$ cat src/source/gpio_bus_pkg.sv
`default_nettype none

package gpio_bus_pkg;

    // Bus word and register address sizes
    localparam int unsigned data_width = 16;
    localparam int unsigned addr_width = 4;

    // One data word on the bus
    typedef logic [data_width-1:0] bus_data_t;

    // Register index, sixteen slots
    typedef logic [addr_width-1:0] bus_addr_t;

    // Request from the master
    // Plain strobes, sampled on every rising edge
    typedef struct packed {
        logic      wr;
        logic      rd;
        bus_addr_t addr;
        bus_data_t wdata;
    } bus_req_t;

    // Response back to the master
    // rd_valid pulses one cycle after rd
    typedef struct packed {
        logic      rd_valid;
        bus_data_t rdata;
    } bus_rsp_t;

    // Register map
    localparam bus_addr_t addr_leds      = 4'd0;
    localparam bus_addr_t addr_digits_lo = 4'd1;
    // Digits 4 and 5 in the low byte
    localparam bus_addr_t addr_digits_hi = 4'd2;
    // One blanking bit per display
    localparam bus_addr_t addr_blank     = 4'd3;

endpackage

`default_nettype wire

$ cat src/source/display_pkg.sv
`default_nettype none

package display_pkg;

    // Six static displays on the board
    localparam int unsigned num_digits      = 6;
    localparam int unsigned digit_width     = 4;
    // Nibbles held in one digit register word
    localparam int unsigned digits_per_word = 4;

    // One hex digit
    typedef logic [digit_width-1:0] digit_t;

    // Segment a in bit 0, segment g in bit 6
    // A 1 lights the segment before polarity is applied
    typedef logic [6:0] segments_t;

    // All segments unlit, before polarity
    localparam segments_t seg_blank = 7'b000_0000;

    // Digit register word, seen as a bus word or as four nibbles
    typedef union packed {
        logic [digits_per_word*digit_width-1:0] raw;
        digit_t [digits_per_word-1:0]           nib;
    } digit_word_u;

    // Everything the display path needs
    typedef struct packed {
        digit_word_u           lo;
        digit_t                hi4;
        digit_t                hi5;
        logic [num_digits-1:0] blank;
    } digits_t;

    // Segment lines for all displays
    typedef segments_t [num_digits-1:0] seg_bus_t;

endpackage

`default_nettype wire

$ cat src/source/seven_display.sv
`timescale 1ns/1ps
`default_nettype none

module seven_display #(
    parameter bit INVERT = 1'b1
) (
    input  display_pkg::digit_t    n,
    output display_pkg::segments_t segments
);

    // Active-high pattern straight from the table
    display_pkg::segments_t lit;

    // Hex to segments, bit order gfedcba
    always_comb begin
        case (n)
            4'h0: lit = 7'b0111111;
            4'h1: lit = 7'b0000110;
            4'h2: lit = 7'b1011011;
            4'h3: lit = 7'b1001111;
            4'h4: lit = 7'b1100110;
            4'h5: lit = 7'b1101101;
            4'h6: lit = 7'b1111101;
            4'h7: lit = 7'b0000111;
            4'h8: lit = 7'b1111111;
            4'h9: lit = 7'b1100111;
            // Letters, b and d in lower case
            4'hA: lit = 7'b1110111;
            4'hB: lit = 7'b1111100;
            4'hC: lit = 7'b0111001;
            4'hD: lit = 7'b1011110;
            4'hE: lit = 7'b1111001;
            4'hF: lit = 7'b1110001;
            default: lit = display_pkg::seg_blank;
        endcase
    end

    // Common-anode parts want active-low lines
    assign segments = INVERT ? ~lit : lit;

endmodule

`default_nettype wire

$ cat src/source/display_bank.sv
`timescale 1ns/1ps
`default_nettype none

module display_bank #(
    parameter bit INVERT = 1'b1
) (
    input  logic                  clk,
    input  logic                  rst_n,
    input  display_pkg::digits_t  digits,
    output display_pkg::seg_bus_t segs
);

    // Dark pattern after polarity
    localparam display_pkg::segments_t seg_dark =
        INVERT ? ~display_pkg::seg_blank : display_pkg::seg_blank;

    // One digit per display
    display_pkg::digit_t [display_pkg::num_digits-1:0] digit_n;

    // Decoder outputs and blanked next state
    display_pkg::seg_bus_t seg_dec;
    display_pkg::seg_bus_t seg_d;
    display_pkg::seg_bus_t seg_q;

    // Digits 0 to 3 come from the union nibbles
    // Digits 4 and 5 from the high fields
    always_comb begin
        for (int i = 0; i < display_pkg::digits_per_word; i++) begin
            digit_n[i] = digits.lo.nib[i];
        end
        digit_n[4] = digits.hi4;
        digit_n[5] = digits.hi5;
    end

    // Per-display decode and blanking
    for (genvar g = 0; g < display_pkg::num_digits; g++) begin : g_digit
        seven_display #(
            .INVERT   (INVERT)
        ) u_seven_display (
            .n        (digit_n[g]),
            .segments (seg_dec[g])
        );

        // Blank bit wins over the decoded digit
        assign seg_d[g] = digits.blank[g] ? seg_dark : seg_dec[g];
    end

    // Output stage, one cycle behind the registers
    always_ff @(posedge clk or negedge rst_n) begin
        if (!rst_n) begin
            // Displays stay dark while in reset
            seg_q <= {display_pkg::num_digits{seg_dark}};
        end else begin
            seg_q <= seg_d;
        end
    end

    assign segs = seg_q;

endmodule

`default_nettype wire

$ cat src/source/gpio_regs.sv
`timescale 1ns/1ps
`default_nettype none

module gpio_regs (
    input  logic                   clk,
    input  logic                   rst_n,
    input  gpio_bus_pkg::bus_req_t req,
    output gpio_bus_pkg::bus_rsp_t rsp,
    output logic [7:0]             leds,
    output display_pkg::digits_t   digits
);

    // Register 0, LED bits
    logic [7:0] leds_q;

    // Register 1, digits 0 to 3
    display_pkg::digit_word_u lo_q;

    // Register 2, digits 4 and 5
    display_pkg::digit_t hi4_q;
    display_pkg::digit_t hi5_q;

    // Register 3, blanking mask
    logic [display_pkg::num_digits-1:0] blank_q;

    // Read mux and response register
    gpio_bus_pkg::bus_data_t rdata_d;
    gpio_bus_pkg::bus_rsp_t  rsp_q;

    // Write decode
    // Each register keeps only its own bits
    always_ff @(posedge clk or negedge rst_n) begin
        if (!rst_n) begin
            leds_q  <= '0;
            lo_q    <= '0;
            hi4_q   <= '0;
            hi5_q   <= '0;
            blank_q <= '0;
        end else if (req.wr) begin
            case (req.addr)
                gpio_bus_pkg::addr_leds: begin
                    leds_q <= req.wdata[7:0];
                end
                gpio_bus_pkg::addr_digits_lo: begin
                    // Full word, four nibbles
                    lo_q.raw <= req.wdata;
                end
                gpio_bus_pkg::addr_digits_hi: begin
                    // High byte dropped
                    hi4_q <= req.wdata[3:0];
                    hi5_q <= req.wdata[7:4];
                end
                gpio_bus_pkg::addr_blank: begin
                    blank_q <= req.wdata[display_pkg::num_digits-1:0];
                end
                default: begin
                    // Unmapped slot, write dropped
                end
            endcase
        end
    end

    // Read mux on current contents
    // Same-cycle write is not yet visible here, so reads see the old value
    always_comb begin
        rdata_d = '0;
        case (req.addr)
            gpio_bus_pkg::addr_leds: begin
                rdata_d = {{(gpio_bus_pkg::data_width-8){1'b0}}, leds_q};
            end
            gpio_bus_pkg::addr_digits_lo: begin
                rdata_d = lo_q.raw;
            end
            gpio_bus_pkg::addr_digits_hi: begin
                // Unused high byte reads zero
                rdata_d = {{(gpio_bus_pkg::data_width-8){1'b0}}, hi5_q, hi4_q};
            end
            gpio_bus_pkg::addr_blank: begin
                rdata_d = {{(gpio_bus_pkg::data_width-display_pkg::num_digits){1'b0}},
                           blank_q};
            end
            default: begin
                // Unmapped reads zero
                rdata_d = '0;
            end
        endcase
    end

    // Response stage
    // rd_valid follows rd by one edge, data loads only on a read
    always_ff @(posedge clk or negedge rst_n) begin
        if (!rst_n) begin
            rsp_q <= '0;
        end else begin
            rsp_q.rd_valid <= req.rd;
            if (req.rd) begin
                rsp_q.rdata <= rdata_d;
            end
        end
    end

    assign rsp  = rsp_q;
    assign leds = leds_q;

    // Display state for the bank
    always_comb begin
        digits.lo    = lo_q;
        digits.hi4   = hi4_q;
        digits.hi5   = hi5_q;
        digits.blank = blank_q;
    end

endmodule

`default_nettype wire

$ cat src/source/gpio_display_top.sv
`timescale 1ns/1ps
`default_nettype none

module gpio_display_top #(
    // 1 for active-low segment lines
    parameter bit INVERT = 1'b1
) (
    input  logic                   clk,
    input  logic                   rst_n,
    // Register bus from the master
    input  gpio_bus_pkg::bus_req_t req,
    output gpio_bus_pkg::bus_rsp_t rsp,
    // Board pins
    output logic [7:0]             leds,
    output display_pkg::seg_bus_t  segs
);

    // Display state from the register file
    display_pkg::digits_t digits;

    // Register file
    // LEDs one cycle after a write, reads one cycle after rd
    gpio_regs u_gpio_regs (
        .clk    (clk),
        .rst_n  (rst_n),
        .req    (req),
        .rsp    (rsp),
        .leds   (leds),
        .digits (digits)
    );

    // Decode, blank and register the six displays
    // Adds one more cycle on the segment path
    display_bank #(
        .INVERT (INVERT)
    ) u_display_bank (
        .clk    (clk),
        .rst_n  (rst_n),
        .digits (digits),
        .segs   (segs)
    );

endmodule

`default_nettype wire

$ cat config.mk
export PLATFORM = sky130hd
export DESIGN_NAME = gpio_display_top
export DESIGN_NICKNAME = d
export VERILOG_FILES = /design/src/source/gpio_bus_pkg.sv /design/src/source/display_pkg.sv /design/src/source/seven_display.sv /design/src/source/display_bank.sv /design/src/source/gpio_regs.sv /design/src/source/gpio_display_top.sv
export SDC_FILE = /design/constraint.sdc
export NUM_CORES = 1
export LEC_CHECK = 0
export BUFFER_PORTS_ARGS = -buffer_cell sky130_fd_sc_hd__buf_4
export CAP_MARGIN = 30
export CELL_PAD_IN_SITES_DETAIL_PLACEMENT = 1
export CELL_PAD_IN_SITES_GLOBAL_PLACEMENT = 1
export CORE_MARGIN = 2
export CORE_UTILIZATION = 35
export CTS_BUF_LIST = sky130_fd_sc_hd__clkbuf_16
export DETAILED_ROUTE_END_ITERATION = 10
export HOLD_SLACK_MARGIN = 0.03
export PLACE_DENSITY = 0.74
export SETUP_SLACK_MARGIN = 0.1
export SYNTH_ARGS = -nofsm -noshare
export SYNTH_HDL_FRONTEND = slang
export SYNTH_SLANG_ARGS = --single-unit
$ cat constraint.sdc
create_clock -name clk -period 1.85 [get_ports clk]
set_input_delay 0.555 -clock clk [delete_from_list [all_inputs] [get_ports clk]]
set_output_delay 0.555 -clock clk [all_outputs]
set_load 0.01 [all_outputs]
==> results by group, run 1 <==
Finish
  • Multi-input gate area in the final layout: 2200 µm²
  • Fillers: 1475
  • Final nets: 558
  • Final Util: between 40% and 50%
  • Fraction of layout cells with a size suffix above 1: about two fifths
  • Area growth from synthesis to layout: 24.9%
  • FF+latch area: 2480 µm²
  • # diodes: 0

Die
  • Die height: 123 µm
  • Die ar.: 15000 µm²
  • Starting Density: 35.6%
  • Core area: about 14000 µm²
  • Row count: 43
  • Die width: 123 µm
  • I/O Pins: 91

GRT
  • Total GRT Usage: 18.0%
  • First-pass GRT wire length: 20400 µm
  • Vias in the first global route: between 3000 and 4000
  • Total congestion overflow: 0
  • Initial antenna violation count: 0
  • Largest net degree at the start of global routing: 41

Setup path
  • Setup crit end kind: register
  • Worst path cell trace: inv_1, ha_1, nor2b_1, nor3_1, or3_1
  • Crit Path Class: reg2reg
  • CP startpoint kind: register
  • Critical Path Stages: 5
  • R2r endpoint: u_display_bank.segs[31]
  • Arrival time worst endpoint: about 1.9 ns
  • Crit Path Max Fanout: 6
  • Flop2flop setup slack: 0.24 ns
  • R2R cell count: 5
  • CP Capture Point: u_display_bank.segs[31]
  • Start point of the critical path: u_gpio_regs.hi4_q[0]
  • Slowest CP cell: dfrtp_1
  • CP required: 2.13 ns
  • RR Startpoint: u_gpio_regs.hi4_q[0]
  • CP max stage delay: ~0.47 ns
  • Buf/Inv on CP: 1
  • Critical path's top delay family: simple AND/OR/NAND/NOR gates

Clocking
  • Hold buffers post-CTS: 0
  • CTS buffer count: 9
  • Setup Buffers After CTS: 0
  • Worst skew pair latency: 0.35 ns
  • CTS Buffer Depth: 2
  • CTS clk-pin slew, worst paths: roughly 0.07 ns
  • Root buffer cell: clkbuf_16
  • CTS tree: yes
  • Cts repair resizes: 0
  • H-tree depth: 3
  • CTS sink cnt: 97

Timing
  • RSZ-0062 raised after global routing: no
  • Setup TNS: 0 ns
  • Slew at the pin closest to its max-slew limit: 0.597 ns
  • Max Clk Rate: 621 MHz
  • Period minus WS final: 1.61 ns
  • Slew margin rel.: 60.1%
  • Fin. Hold Viols: 0
  • Max Slew Vio Count: 0
  • Period Utilization, post-route: 87.1%
  • Final WS setup: around 0.24 ns
  • Worst Skew: 0.00654 ns
  • Setup-failing EPs final: 0
  • WHS: 0.322 ns

Drt
  • Vias: 3594
  • Final antenna-violating net count: 0
  • # DRC: 0
  • Vias per cell: 5.22
  • Drt first-iter violations: 191
  • Routed WL: around 13000 µm
  • Routed length per instance: ~19 µm
  • DRT Pass-1 Iters: 4

Placement
  • DP Wirelength: around 9300 µm
  • Port Buffers: 90
  • Placer Congestion: slightly above 0.8
  • Setup WS pre-CTS: 0.0381 ns

Power
  • Design Power: between 8 and 9 mW
  • Leak: 2.83 nW
  • Peak VDD IR: 0.439 mV
  • Pwr/cell area: 1330 nW/µm²

Synthesis
  • Unique masters post-synth: 43
  • Synth warn: 0
  • Post-Syn Area: 4920 µm²
  • Mapped Cells: 416
  • Syn_area_per_cell: 11.8 µm²
  • Synthesis-stage register bit count: 97
  • Net count after synthesis: 470
  • Seq/Total Area, Yosys: 50.4%

Outcome
  • Status: finished clean

Run
  • Max-Cap Viols: 0

Hold path
  • Tightest Hold Check Type: in2reg
## stage by stage
stage	area [µm²]	std cells
CTS	6150	689
detailed placement	5830	673
global placement	5830	673
floorplan	4920	416
global route	6150	689
finish	6150	689
## power by group
| part | switching [mW] | total, mW | internal (mW) |
|---|---|---|---|
| logic | 1.27 | 2.67 | 1.40 |
| registers | 0.570 | 3.49 | 2.92 |
| clock network | 0.836 | 2.02 | 1.18 |
## cells in the mapped netlist
| cell type | n | area, µm² |
|---|---|---|
| nand4b_4 | 1 | 23.8 |
| nand3b_1 | 3 | 22.5 |
| a211o_1 | 4 | 35.0 |
| dfrtp_1 | 55 | 1380 |
| nand3_2 | 1 | 10.0 |
| mux2_1 | 1 | 11.3 |
| nor2_1 | 29 | 109 |
| clkbuf_2 | 1 | 5.00 |
| and4b_1 | 1 | 10.0 |
| a21oi_1 | 8 | 40.0 |
| buf_1 | 3 | 11.3 |
| ha_1 | 30 | 375 |
| buf_6 | 2 | 22.5 |
| nand2_1 | 8 | 30.0 |
| a31oi_1 | 7 | 43.8 |
| o2bb2ai_1 | 8 | 70.1 |
| o31ai_1 | 1 | 7.51 |
| inv_1 | 29 | 109 |
| o21ai_0 | 15 | 75.1 |
| a22o_1 | 8 | 70.1 |
| nor3_1 | 19 | 95.1 |
| nor3b_4 | 1 | 18.8 |
| mux2_2 | 41 | 462 |
| or3_1 | 8 | 50.1 |
| o21bai_1 | 1 | 7.51 |
| a21o_1 | 2 | 15.0 |
| a21boi_0 | 1 | 7.51 |
| o21a_1 | 3 | 22.5 |
| o32ai_1 | 1 | 8.76 |
| a221o_1 | 11 | 110 |
| nor2b_1 | 18 | 113 |
| a211oi_1 | 6 | 45.0 |
| clkbuf_1 | 15 | 56.3 |
| mux2i_1 | 10 | 100 |
| buf_4 | 1 | 7.51 |
| mux4_2 | 6 | 135 |
| buf_2 | 6 | 30.0 |
| or3b_1 | 1 | 8.76 |
| o221a_2 | 1 | 11.3 |
| a311o_1 | 4 | 40.0 |
| nand2b_1 | 2 | 12.5 |
| nand4_1 | 1 | 6.26 |
| dfstp_2 | 42 | 1100 |
## worst register-to-register path, delay by kind of cell, from the launching register on
family                     cells  cell delay (ns)
DFF                            1             0.47
adders and majority gates      1             0.32
and+or+nand+nor                3             0.61
buffers and inverters          1             0.14
## final cells by class
| type | instances | share of cell area [%] |
|---|---|---|
| timing repair buffer | 105 | 13.2 |
| multi-input combinational | 262 | 35.8 |
| tap | 180 | 3.66 |
| clock inverter | 7 | 1.53 |
| inverter | 29 | 1.77 |
| clock buffer | 9 | 3.66 |
| sequential | 97 | 40.3 |
## layout by cell type (no fill, tap or decap), types with 2 or more instances in the layout
cell type and instances:
nor2_1 29, nand2b_1 2, dfstp_2 42, clkbuf_16 9, buf_4 103, a22o_1 8, a21o_1 2, mux2i_1 10
a311o_1 4, nor3_1 19, a31oi_1 7, inv_1 29, o2bb2ai_1 8, mux2_2 41, a211oi_1 6, o21ai_0 15
nand2_1 8, o21a_1 3, a211o_1 4, dfrtp_1 55, a221o_1 11, buf_12 2, or3_1 8, bufinv_16 2
a21oi_1 8, mux4_2 6, nor2b_1 18, ha_1 30, nand3b_1 3
## routing by layer
| metal | up-vias | global-route usage (%) | part of all wire [%] |
|---|---|---|---|
| met5 | - | 0 | 0 |
| met4 | 0 | 8.12 | 2.1 |
| met3 | 18 | 3.49 | 5.0 |
| met2 | 90 | 30.7 | 51 |
| met1 | 1833 | 22.1 | 42 |
| li1 | 1653 | - | - |
## kinds of logic after synthesis
logic type / synth area share (%)
multiplexers: 14.4
flip-flops: 50.4
AO/OA/AOI/OAI: 12.4
adder cells (fa/ha/maj): 7.62
buffers and inverters: 4.90
AND/OR/NAND/NOR: 10.3
## flip-flops by register name, indices dropped and copies added (netlist names)
register / cells
u_gpio_regs.lo_q: 16
u_display_bank.segs: 42
u_gpio_regs.rsp: 17
u_gpio_regs.blank_q: 6
u_gpio_regs.hi4_q: 4
u_gpio_regs.leds: 8
u_gpio_regs.hi5_q: 4
## how the worst min path moves through the flow
stage,cells past startpoint,start,endpoint
detailed placement,1,u_gpio_regs.rsp[2],u_gpio_regs.rsp[2]
global route,1,req[20],u_gpio_regs.rsp[16]
finish,1,req[20],u_gpio_regs.rsp[16]
global placement,1,u_gpio_regs.rsp[3],u_gpio_regs.rsp[3]
floorplan,0,rst_n,u_gpio_regs.blank_q[0]
CTS,1,req[20],u_gpio_regs.rsp[16]
No activity file was read; power rests on OpenSTA's default activity.
==> run 2: changes to the inputs <==
- CTS_BUF_LIST: sky130_fd_sc_hd__clkbuf_16 -> sky130_fd_sc_hd__clkbuf_4 sky130_fd_sc_hd__clkbuf_8 sky130_fd_sc_hd__clkbuf_16
==> run 2 against run 1 <==
Sequential power is essentially flat. Fmax grew 0.13%. Sequential share of layout area shrank 0.066 points. Die area is the same. Non-clock buffer count is the same. Clock skew is essentially flat. Clock-buffer cell count grew 1. First-iteration DRC count grew 0.52%. Via count shrank 0.17%.
==> results by group, run 2 (synthesis results as in run 1) <==
Outcome
  • Status: finished clean

Finish
  • # diodes: 0 (unchanged)
  • Post-route cell area: 6160 µm² (+0.16%)
  • Area growth from synthesis to layout: 25.1%
  • Fillers: 1474 (-0.068%)
  • Fraction of layout cells with a size suffix above 1: 42.0% (+0.20 points)
  • Final nets: 558 (unchanged)
  • Most frequent cells in the layout: 103 x buf_4, 55 x dfrtp_1, 42 x dfstp_2
  • FF+latch area: 2480 µm² (unchanged)
  • Leading cell type in the layout, fill and taps excluded: buf_4
  • Max reg flops: 42 (unchanged)
  • Final Util: 44.5% (+0.072 points)
  • Multi-input gate area in the final layout: 2200 µm² (unchanged)

Drt
  • Vias per cell: 5.21 (-0.17%)
  • Final antenna-violating net count: 0 (unchanged)
  • Vias: 3588 (-0.17%)
  • Routed length per instance: 18.5 µm (-0.29%)
  • Routed WL: 12800 µm (-0.29%)
  • # DRC: 0 (unchanged)
  • DRT Pass-1 Iters: 4 (unchanged)
  • Drt first-iter violations: 192 (+0.52%)

Timing
  • Slew margin rel.: 61.1% (+0.94 points)
  • Max Slew Vio Count: 0 (unchanged)
  • Period Utilization, post-route: 87.0% (-0.12 points)
  • Fin. Hold Viols: 0 (unchanged)
  • Setup-failing EPs final: 0 (unchanged)
  • RSZ-0062 raised after global routing: no
  • WHS: 0.323 ns (+0.000185 ns)
  • Max Clk Rate: 621 MHz (+0.13%)
  • Slew at the pin closest to its max-slew limit: 0.583 ns (-0.0141 ns)
  • Worst Skew: 0.00608 ns (-0.000468 ns)
  • Setup TNS: 0 ns (unchanged)
  • Period minus WS final: 1.61 ns (-0.00213 ns)

Hold path
  • Tightest Hold Check Type: in2reg

Setup path
  • Start point of the critical path: u_gpio_regs.hi4_q[0]
  • CP max stage delay: 0.47 ns (about the same)
  • Crit Path Max Fanout: 6 (unchanged)
  • Flop2flop setup slack: 0.24 ns (about the same)
  • Buf/Inv on CP: 1 (unchanged)
  • Crit Path Class: reg2reg
  • R2R cell count: 5 (unchanged)
  • Worst path cell trace: inv_1, ha_1, nor2b_1, nor3_1, or3_1
  • Critical Path Stages: 5 (unchanged)
  • CP Capture Point: u_display_bank.segs[31]
  • CP startpoint kind: register
  • CP required: 2.13 ns (about the same)
  • Critical path's top delay family: simple AND/OR/NAND/NOR gates
  • Slowest CP cell: dfrtp_1
  • Setup crit end kind: register
  • R2r endpoint: u_display_bank.segs[31]
  • RR Startpoint: u_gpio_regs.hi4_q[0]
  • Arrival time worst endpoint: 1.89 ns (about the same)

Power
  • Leak: 2.84 nW (+0.20%)
  • Design Power: 8.23 mW (+0.50%)
  • Peak VDD IR: 0.438 mV (-0.10%)
  • Pwr/cell area: 1340 nW/µm² (+0.34%)

Placement
  • DP Wirelength: 9320 µm (unchanged)
  • Placed Area: 5830 µm² (unchanged)
  • Placer Congestion: 0.807 (unchanged)
  • Port Buffers: 90 (unchanged)

GRT
  • First-pass GRT wire length: 20400 µm (+0.14%)
  • Total congestion overflow: 0 (unchanged)
  • Vias in the first global route: 3912 (-0.026%)
  • Largest net degree at the start of global routing: 41 (unchanged)
  • Total GRT Usage: 18.0% (+0.020 points)
  • Initial antenna violation count: 0 (unchanged)

Die
  • Starting Density: 35.6% (unchanged)
  • Core area: 13800 µm² (unchanged)
  • Die ar.: 15000 µm² (unchanged)
  • Die height: 123 µm (unchanged)
  • I/O Pins: 91 (unchanged)
  • Die width: 123 µm (unchanged)
  • Row count: 43 (unchanged)

Clocking
  • Setup Buffers After CTS: 0 (unchanged)
  • CTS buffer count: 9 (unchanged)
  • Cts repair resizes: 0 (unchanged)
  • Worst skew pair latency: 0.35 ns (about the same)
  • CTS Buffer Depth: 2 (unchanged)
  • H-tree depth: 3 (unchanged)
  • CTS clk-pin slew, worst paths: 0.07 ns (about the same)
  • Root buffer cell: clkbuf_16
  • CTS tree: yes
  • CTS sink cnt: 97 (unchanged)
  • Hold buffers post-CTS: 0 (unchanged)

Run
  • Max-Cap Viols: 0 (unchanged)
[run 2: changes by cell type in the layout (fill, tap and decap cells not counted)]
cell / before / now
clkbuf_8: 0 / 1
clkinv_1: 1 / 0
[run 2: layout make-up]
class                      instances  share of cell area, %
clock buffer                      10                   3.88
clock inverter                     6                   1.46
inverter                          29                   1.77
multi-input combinational        262                   35.8
sequential                        97                   40.3
tap                              180                   3.66
timing repair buffer             105                   13.2
[run 2: worst min-delay path by stage]
stage,depth (start not counted),slack [ns],endpoint,startpoint
floorplan,0,0.26,u_gpio_regs.blank_q[0],rst_n
global placement,1,0.48,u_gpio_regs.rsp[3],u_gpio_regs.rsp[3]
detailed placement,1,0.47,u_gpio_regs.rsp[2],u_gpio_regs.rsp[2]
CTS,1,0.31,u_gpio_regs.rsp[16],req[20]
global route,1,0.31,u_gpio_regs.rsp[16],req[20]
finish,1,0.32,u_gpio_regs.rsp[16],req[20]
[run 2: metrics by stage]
step / instances / setup WS (ns)
final: 689 / 0.241
after global routing: 689 / 0.164
after CTS: 689 / 0.232
after detailed placement: 673 / 0.0381
after global placement: 673 / 0.119
after floorplan: 416 / 0.162
[run 2: metal layers]
| metal | up-vias | global-route usage, % | part of all wire, % |
|---|---|---|---|
| met3 | 18 | 3.49 | 5.3 |
| li1 | 1657 | - | - |
| met1 | 1821 | 22.2 | 41 |
| met4 | 0 | 8.12 | 2.2 |
| met5 | - | 0 | 0 |
| met2 | 92 | 30.7 | 51 |
[run 2: power breakdown]
group | leakage, nW | internal (mW) | switching (mW) | total (mW)
Sequential | 1.14 | 2.92 | 0.570 | 3.49
Combinational | 1.54 | 1.40 | 1.27 | 2.67
Clock | 0.159 | 1.23 | 0.838 | 2.06
==> run 3: changes to the inputs <==
- ABC_AREA: default -> 1
- PLACE_DENSITY: 0.74 -> 0.76
==> run 3 against run 2 <==
Fmax is 5.2% higher. Critical endpoint is now segs[21]. First-iteration DRC count is 22% higher. Sequential cell count stayed put. Die area is 2.0% lower. Clock-buffer cell count is 2 higher. Synthesized cell count is 26% higher. Clock power is 8% lower. Cell area is 3.0% lower. Power is 9.8% lower. Combinational power is 16% lower.
==> results by group, run 3 <==
Timing
  • Max Clk Rate: 653 MHz (+5.2%)
  • Setup-failing EPs final: 0 (unchanged)
  • Slew at the pin closest to its max-slew limit: 0.518 ns (-0.0657 ns)
  • Setup TNS: 0 ns (unchanged)
  • Period Utilization, post-route: 82.7% (-4.3 points)
  • Fin. Hold Viols: 0 (unchanged)
  • RSZ-0062 raised after global routing: no
  • Worst Skew: 0.00567 ns (-0.000404 ns)
  • Period minus WS final: 1.53 ns (-0.0789 ns)
  • Max Slew Vio Count: 0 (unchanged)
  • Slew margin rel.: 65.5% (+4.4 points)
  • WHS: 0.284 ns (-0.0387 ns)

Die
  • Row count: 42 (-2.3%)
  • Die height: 121 µm (-1.0%)
  • Starting Density: 36.1% (+0.52 points)
  • I/O Pins: 91 (unchanged)
  • Core area: 13300 µm² (-3.5%)
  • Die width: 121 µm (-1.0%)
  • Die ar.: 14700 µm² (-2.0%)

Power
  • Pwr/cell area: 1240 nW/µm² (-7.0%)
  • Peak VDD IR: 0.519 mV (+18%)
  • Leak: 2.87 nW (+1.2%)

Setup path
  • CP startpoint kind: register
  • Crit Path Max Fanout: 1 (-5)
  • R2r endpoint: u_display_bank.segs[3]
  • Critical Path Stages: 1 (-4)
  • CP max stage delay: 0.53 ns (+0.06 ns)
  • Arrival time worst endpoint: 0.98 ns (-0.91 ns)
  • CP required: 1.29 ns (-0.84 ns)
  • CP Capture Point: segs[21]
  • Critical path's top delay family: flip-flops
  • RR Startpoint: u_gpio_regs.lo_q[2]
  • Buf/Inv on CP: 1 (unchanged)
  • R2R cell count: 4 (-1)
  • Flop2flop setup slack: 0.44 ns (+0.20 ns)
  • Worst path cell trace: buf_4
  • Start point of the critical path: u_display_bank.segs[21]
  • Setup crit end kind: output pin
  • Crit Path Class: reg2out
  • Slowest CP cell: dfstp_2

Placement
  • Placed instance count: 776 (+15%)
  • Placed Area: 5670 µm² (-2.8%)
  • Placer Congestion: 0.908 (+12%)
  • DP Wirelength: 9260 µm (-0.61%)
  • Port Buffers: 90 (unchanged)

GRT
  • Total congestion overflow: 0 (unchanged)
  • Initial antenna violation count: 0 (unchanged)
  • Largest net degree at the start of global routing: 98 (+140%)
  • Vias in the first global route: 4246 (+8.5%)
  • First-pass GRT wire length: 20700 µm (+1.6%)
  • Total GRT Usage: 17.7% (-0.33 points)

Finish
  • Fillers: 1571 (+6.6%)
  • Fraction of layout cells with a size suffix above 1: 28.1% (-14 points)
  • # diodes: 0 (unchanged)
  • Final Util: 44.7% (+0.20 points)
  • FF+latch area: 2480 µm² (unchanged)
  • Multi-input gate area in the final layout: 2020 µm² (-8.4%)
  • Most frequent cells in the layout: 99 x nand2_1, 95 x buf_4, 86 x nand3_1
  • Leading cell type in the layout, fill and taps excluded: nand2_1
  • Non-filler cells, final: 792 (+15%)
  • Final nets: 665 (+19%)
  • Area growth from synthesis to layout: 23.8%
  • Max reg flops: 42 (unchanged)
  • Post-route cell area: 5970 µm² (-3.0%)

Hold path
  • Tightest Hold Check Type: in2async

Synthesis
  • Unique masters post-synth: 30 (-30%)
  • Largest family of logic cells by synthesized area: simple AND/OR/NAND/NOR gates
  • Ys flop type: dfrtp_1
  • Mapped Cells: 526 (+26%)
  • Ys async rst share: 100% (unchanged)
  • Synth warn: 0 (unchanged)
  • EDFF count, synth: 0 (unchanged)
  • Syn_area_per_cell: 9.17 µm² (-23%)
  • Synth cell count leaders: 99 x nand2_1, 86 x nand3_1, 55 x dfrtp_1, 51 x o21ai_0, 47 x inv_1
  • Post-Syn Area: 4820 µm² (-2.1%)
  • Simple-gate portion of the synthesized area: 20.8% (+10 points)
  • XOR/XNOR Fraction of Synth Area: 0% (unchanged)
  • Area fraction in compound gates after synthesis: 13.2% (+0.86 points)
  • Top-area cell type share of the netlist area: 28.5% (+0.59 points)
  • Synth Area in Adders: 7.78% (+0.16 points)
  • Yosys top cell by area: dfrtp_1
  • Net count after synthesis: 580 (+23%)
  • Top-count cell post-synth: nand2_1
  • Area contributors post-synth: dfrtp_1 29%, dfstp_2 23%, nand3_1 8.9%
  • Mux cell area share after synthesis: 0% (-14 points)
  • Synthesis-stage register bit count: 97 (unchanged)
  • Seq/Total Area, Yosys: 51.4% (+1.1 points)

Clocking
  • Hold buffers post-CTS: 0 (unchanged)
  • H-tree depth: 3 (unchanged)
  • CTS tree: yes
  • Root buffer cell: clkbuf_16
  • CTS buffer count: 9 (unchanged)
  • CTS sink cnt: 97 (unchanged)
  • Setup Buffers After CTS: 0 (unchanged)
  • CTS clk-pin slew, worst paths: 0.06 ns (about the same)
  • Worst skew pair latency: 0.34 ns (about the same)
  • Cts repair resizes: 0 (unchanged)
  • CTS Buffer Depth: 2 (unchanged)

Drt
  • Routed WL: 12400 µm (-2.6%)
  • DRT Pass-1 Iters: 4 (unchanged)
  • Final antenna-violating net count: 0 (unchanged)
  • Vias per cell: 5.05 (-3.1%)
  • # DRC: 0 (unchanged)
  • Vias: 3998 (+11%)
  • Drt first-iter violations: 235 (+22%)
  • Routed length per instance: 15.7 µm (-15%)

Run
  • Max-Cap Viols: 0 (unchanged)

Outcome
  • Status: finished clean
[run 3: cell count changes in the layout (fill, tap and decap cells not counted), sizes merged, moves of 18 or more]
| cell | change |
|---|---|
| inv | +19 |
| mux2 | -42 |
| nand2 | +91 |
| nand3 | +89 |
| nor2b | -18 |
| nor3 | -19 |
| o21ai | +45 |
[run 3: stage by stage]
step / power, mW / setup WS, ns
floorplan: 4.48 / 0.453
global placement: 5.47 / 0.290
detailed placement: 5.59 / 0.238
CTS: 7.51 / 0.304
global route: 7.90 / 0.239
finish: 7.42 / 0.320
[run 3: kinds of logic (layout without fill, tap and decap cells)]
group / count (synthesis) / in the layout
compound gates: 107 / 107
fa+ha+maj: 30 / 30
buf+inv: 75 / 165
flops: 97 / 97
simple gates: 217 / 217
[run 3: how the worst min path moves through the flow]
| stage | start | endpoint | slack, ns | cells after the start |
|---|---|---|---|---|
| 6_report | rst_n | u_gpio_regs.rsp[4] | 0.28 | 2 |
| 5_1_grt | rst_n | u_gpio_regs.lo_q[4] | 0.32 | 2 |
| 4_1_cts | rst_n | u_gpio_regs.lo_q[1] | 0.30 | 2 |
| 3_5_place_dp | u_gpio_regs.rsp[10] | u_gpio_regs.rsp[10] | 0.47 | 2 |
| 3_3_place_gp | u_gpio_regs.rsp[1] | u_gpio_regs.rsp[1] | 0.47 | 2 |
| 2_1_floorplan | rst_n | u_gpio_regs.blank_q[0] | 0.26 | 0 |
[run 3: layout make-up]
type / count / share of cell area [%]
timing repair buffer: 97 / 12.6
sequential: 97 / 41.5
clock buffer: 12 / 4.25
multi-input combinational: 354 / 33.8
inverter: 52 / 3.27
clock inverter: 4 / 0.859
tap: 176 / 3.69
[run 3: where the power goes]
part,internal (mW),switching [mW],total (mW)
registers,2.88,0.406,3.29
logic,0.993,1.24,2.24
clock network,1.12,0.779,1.90
total,5.00,2.43,7.42
[run 3: per-layer routing]
metal | share of wire, % | GRT usage [%]
met1 | 44 | 23.2
met2 | 50 | 29.3
met3 | 3.5 | 2.73
met4 | 2.6 | 7.26
met5 | 0 | 0
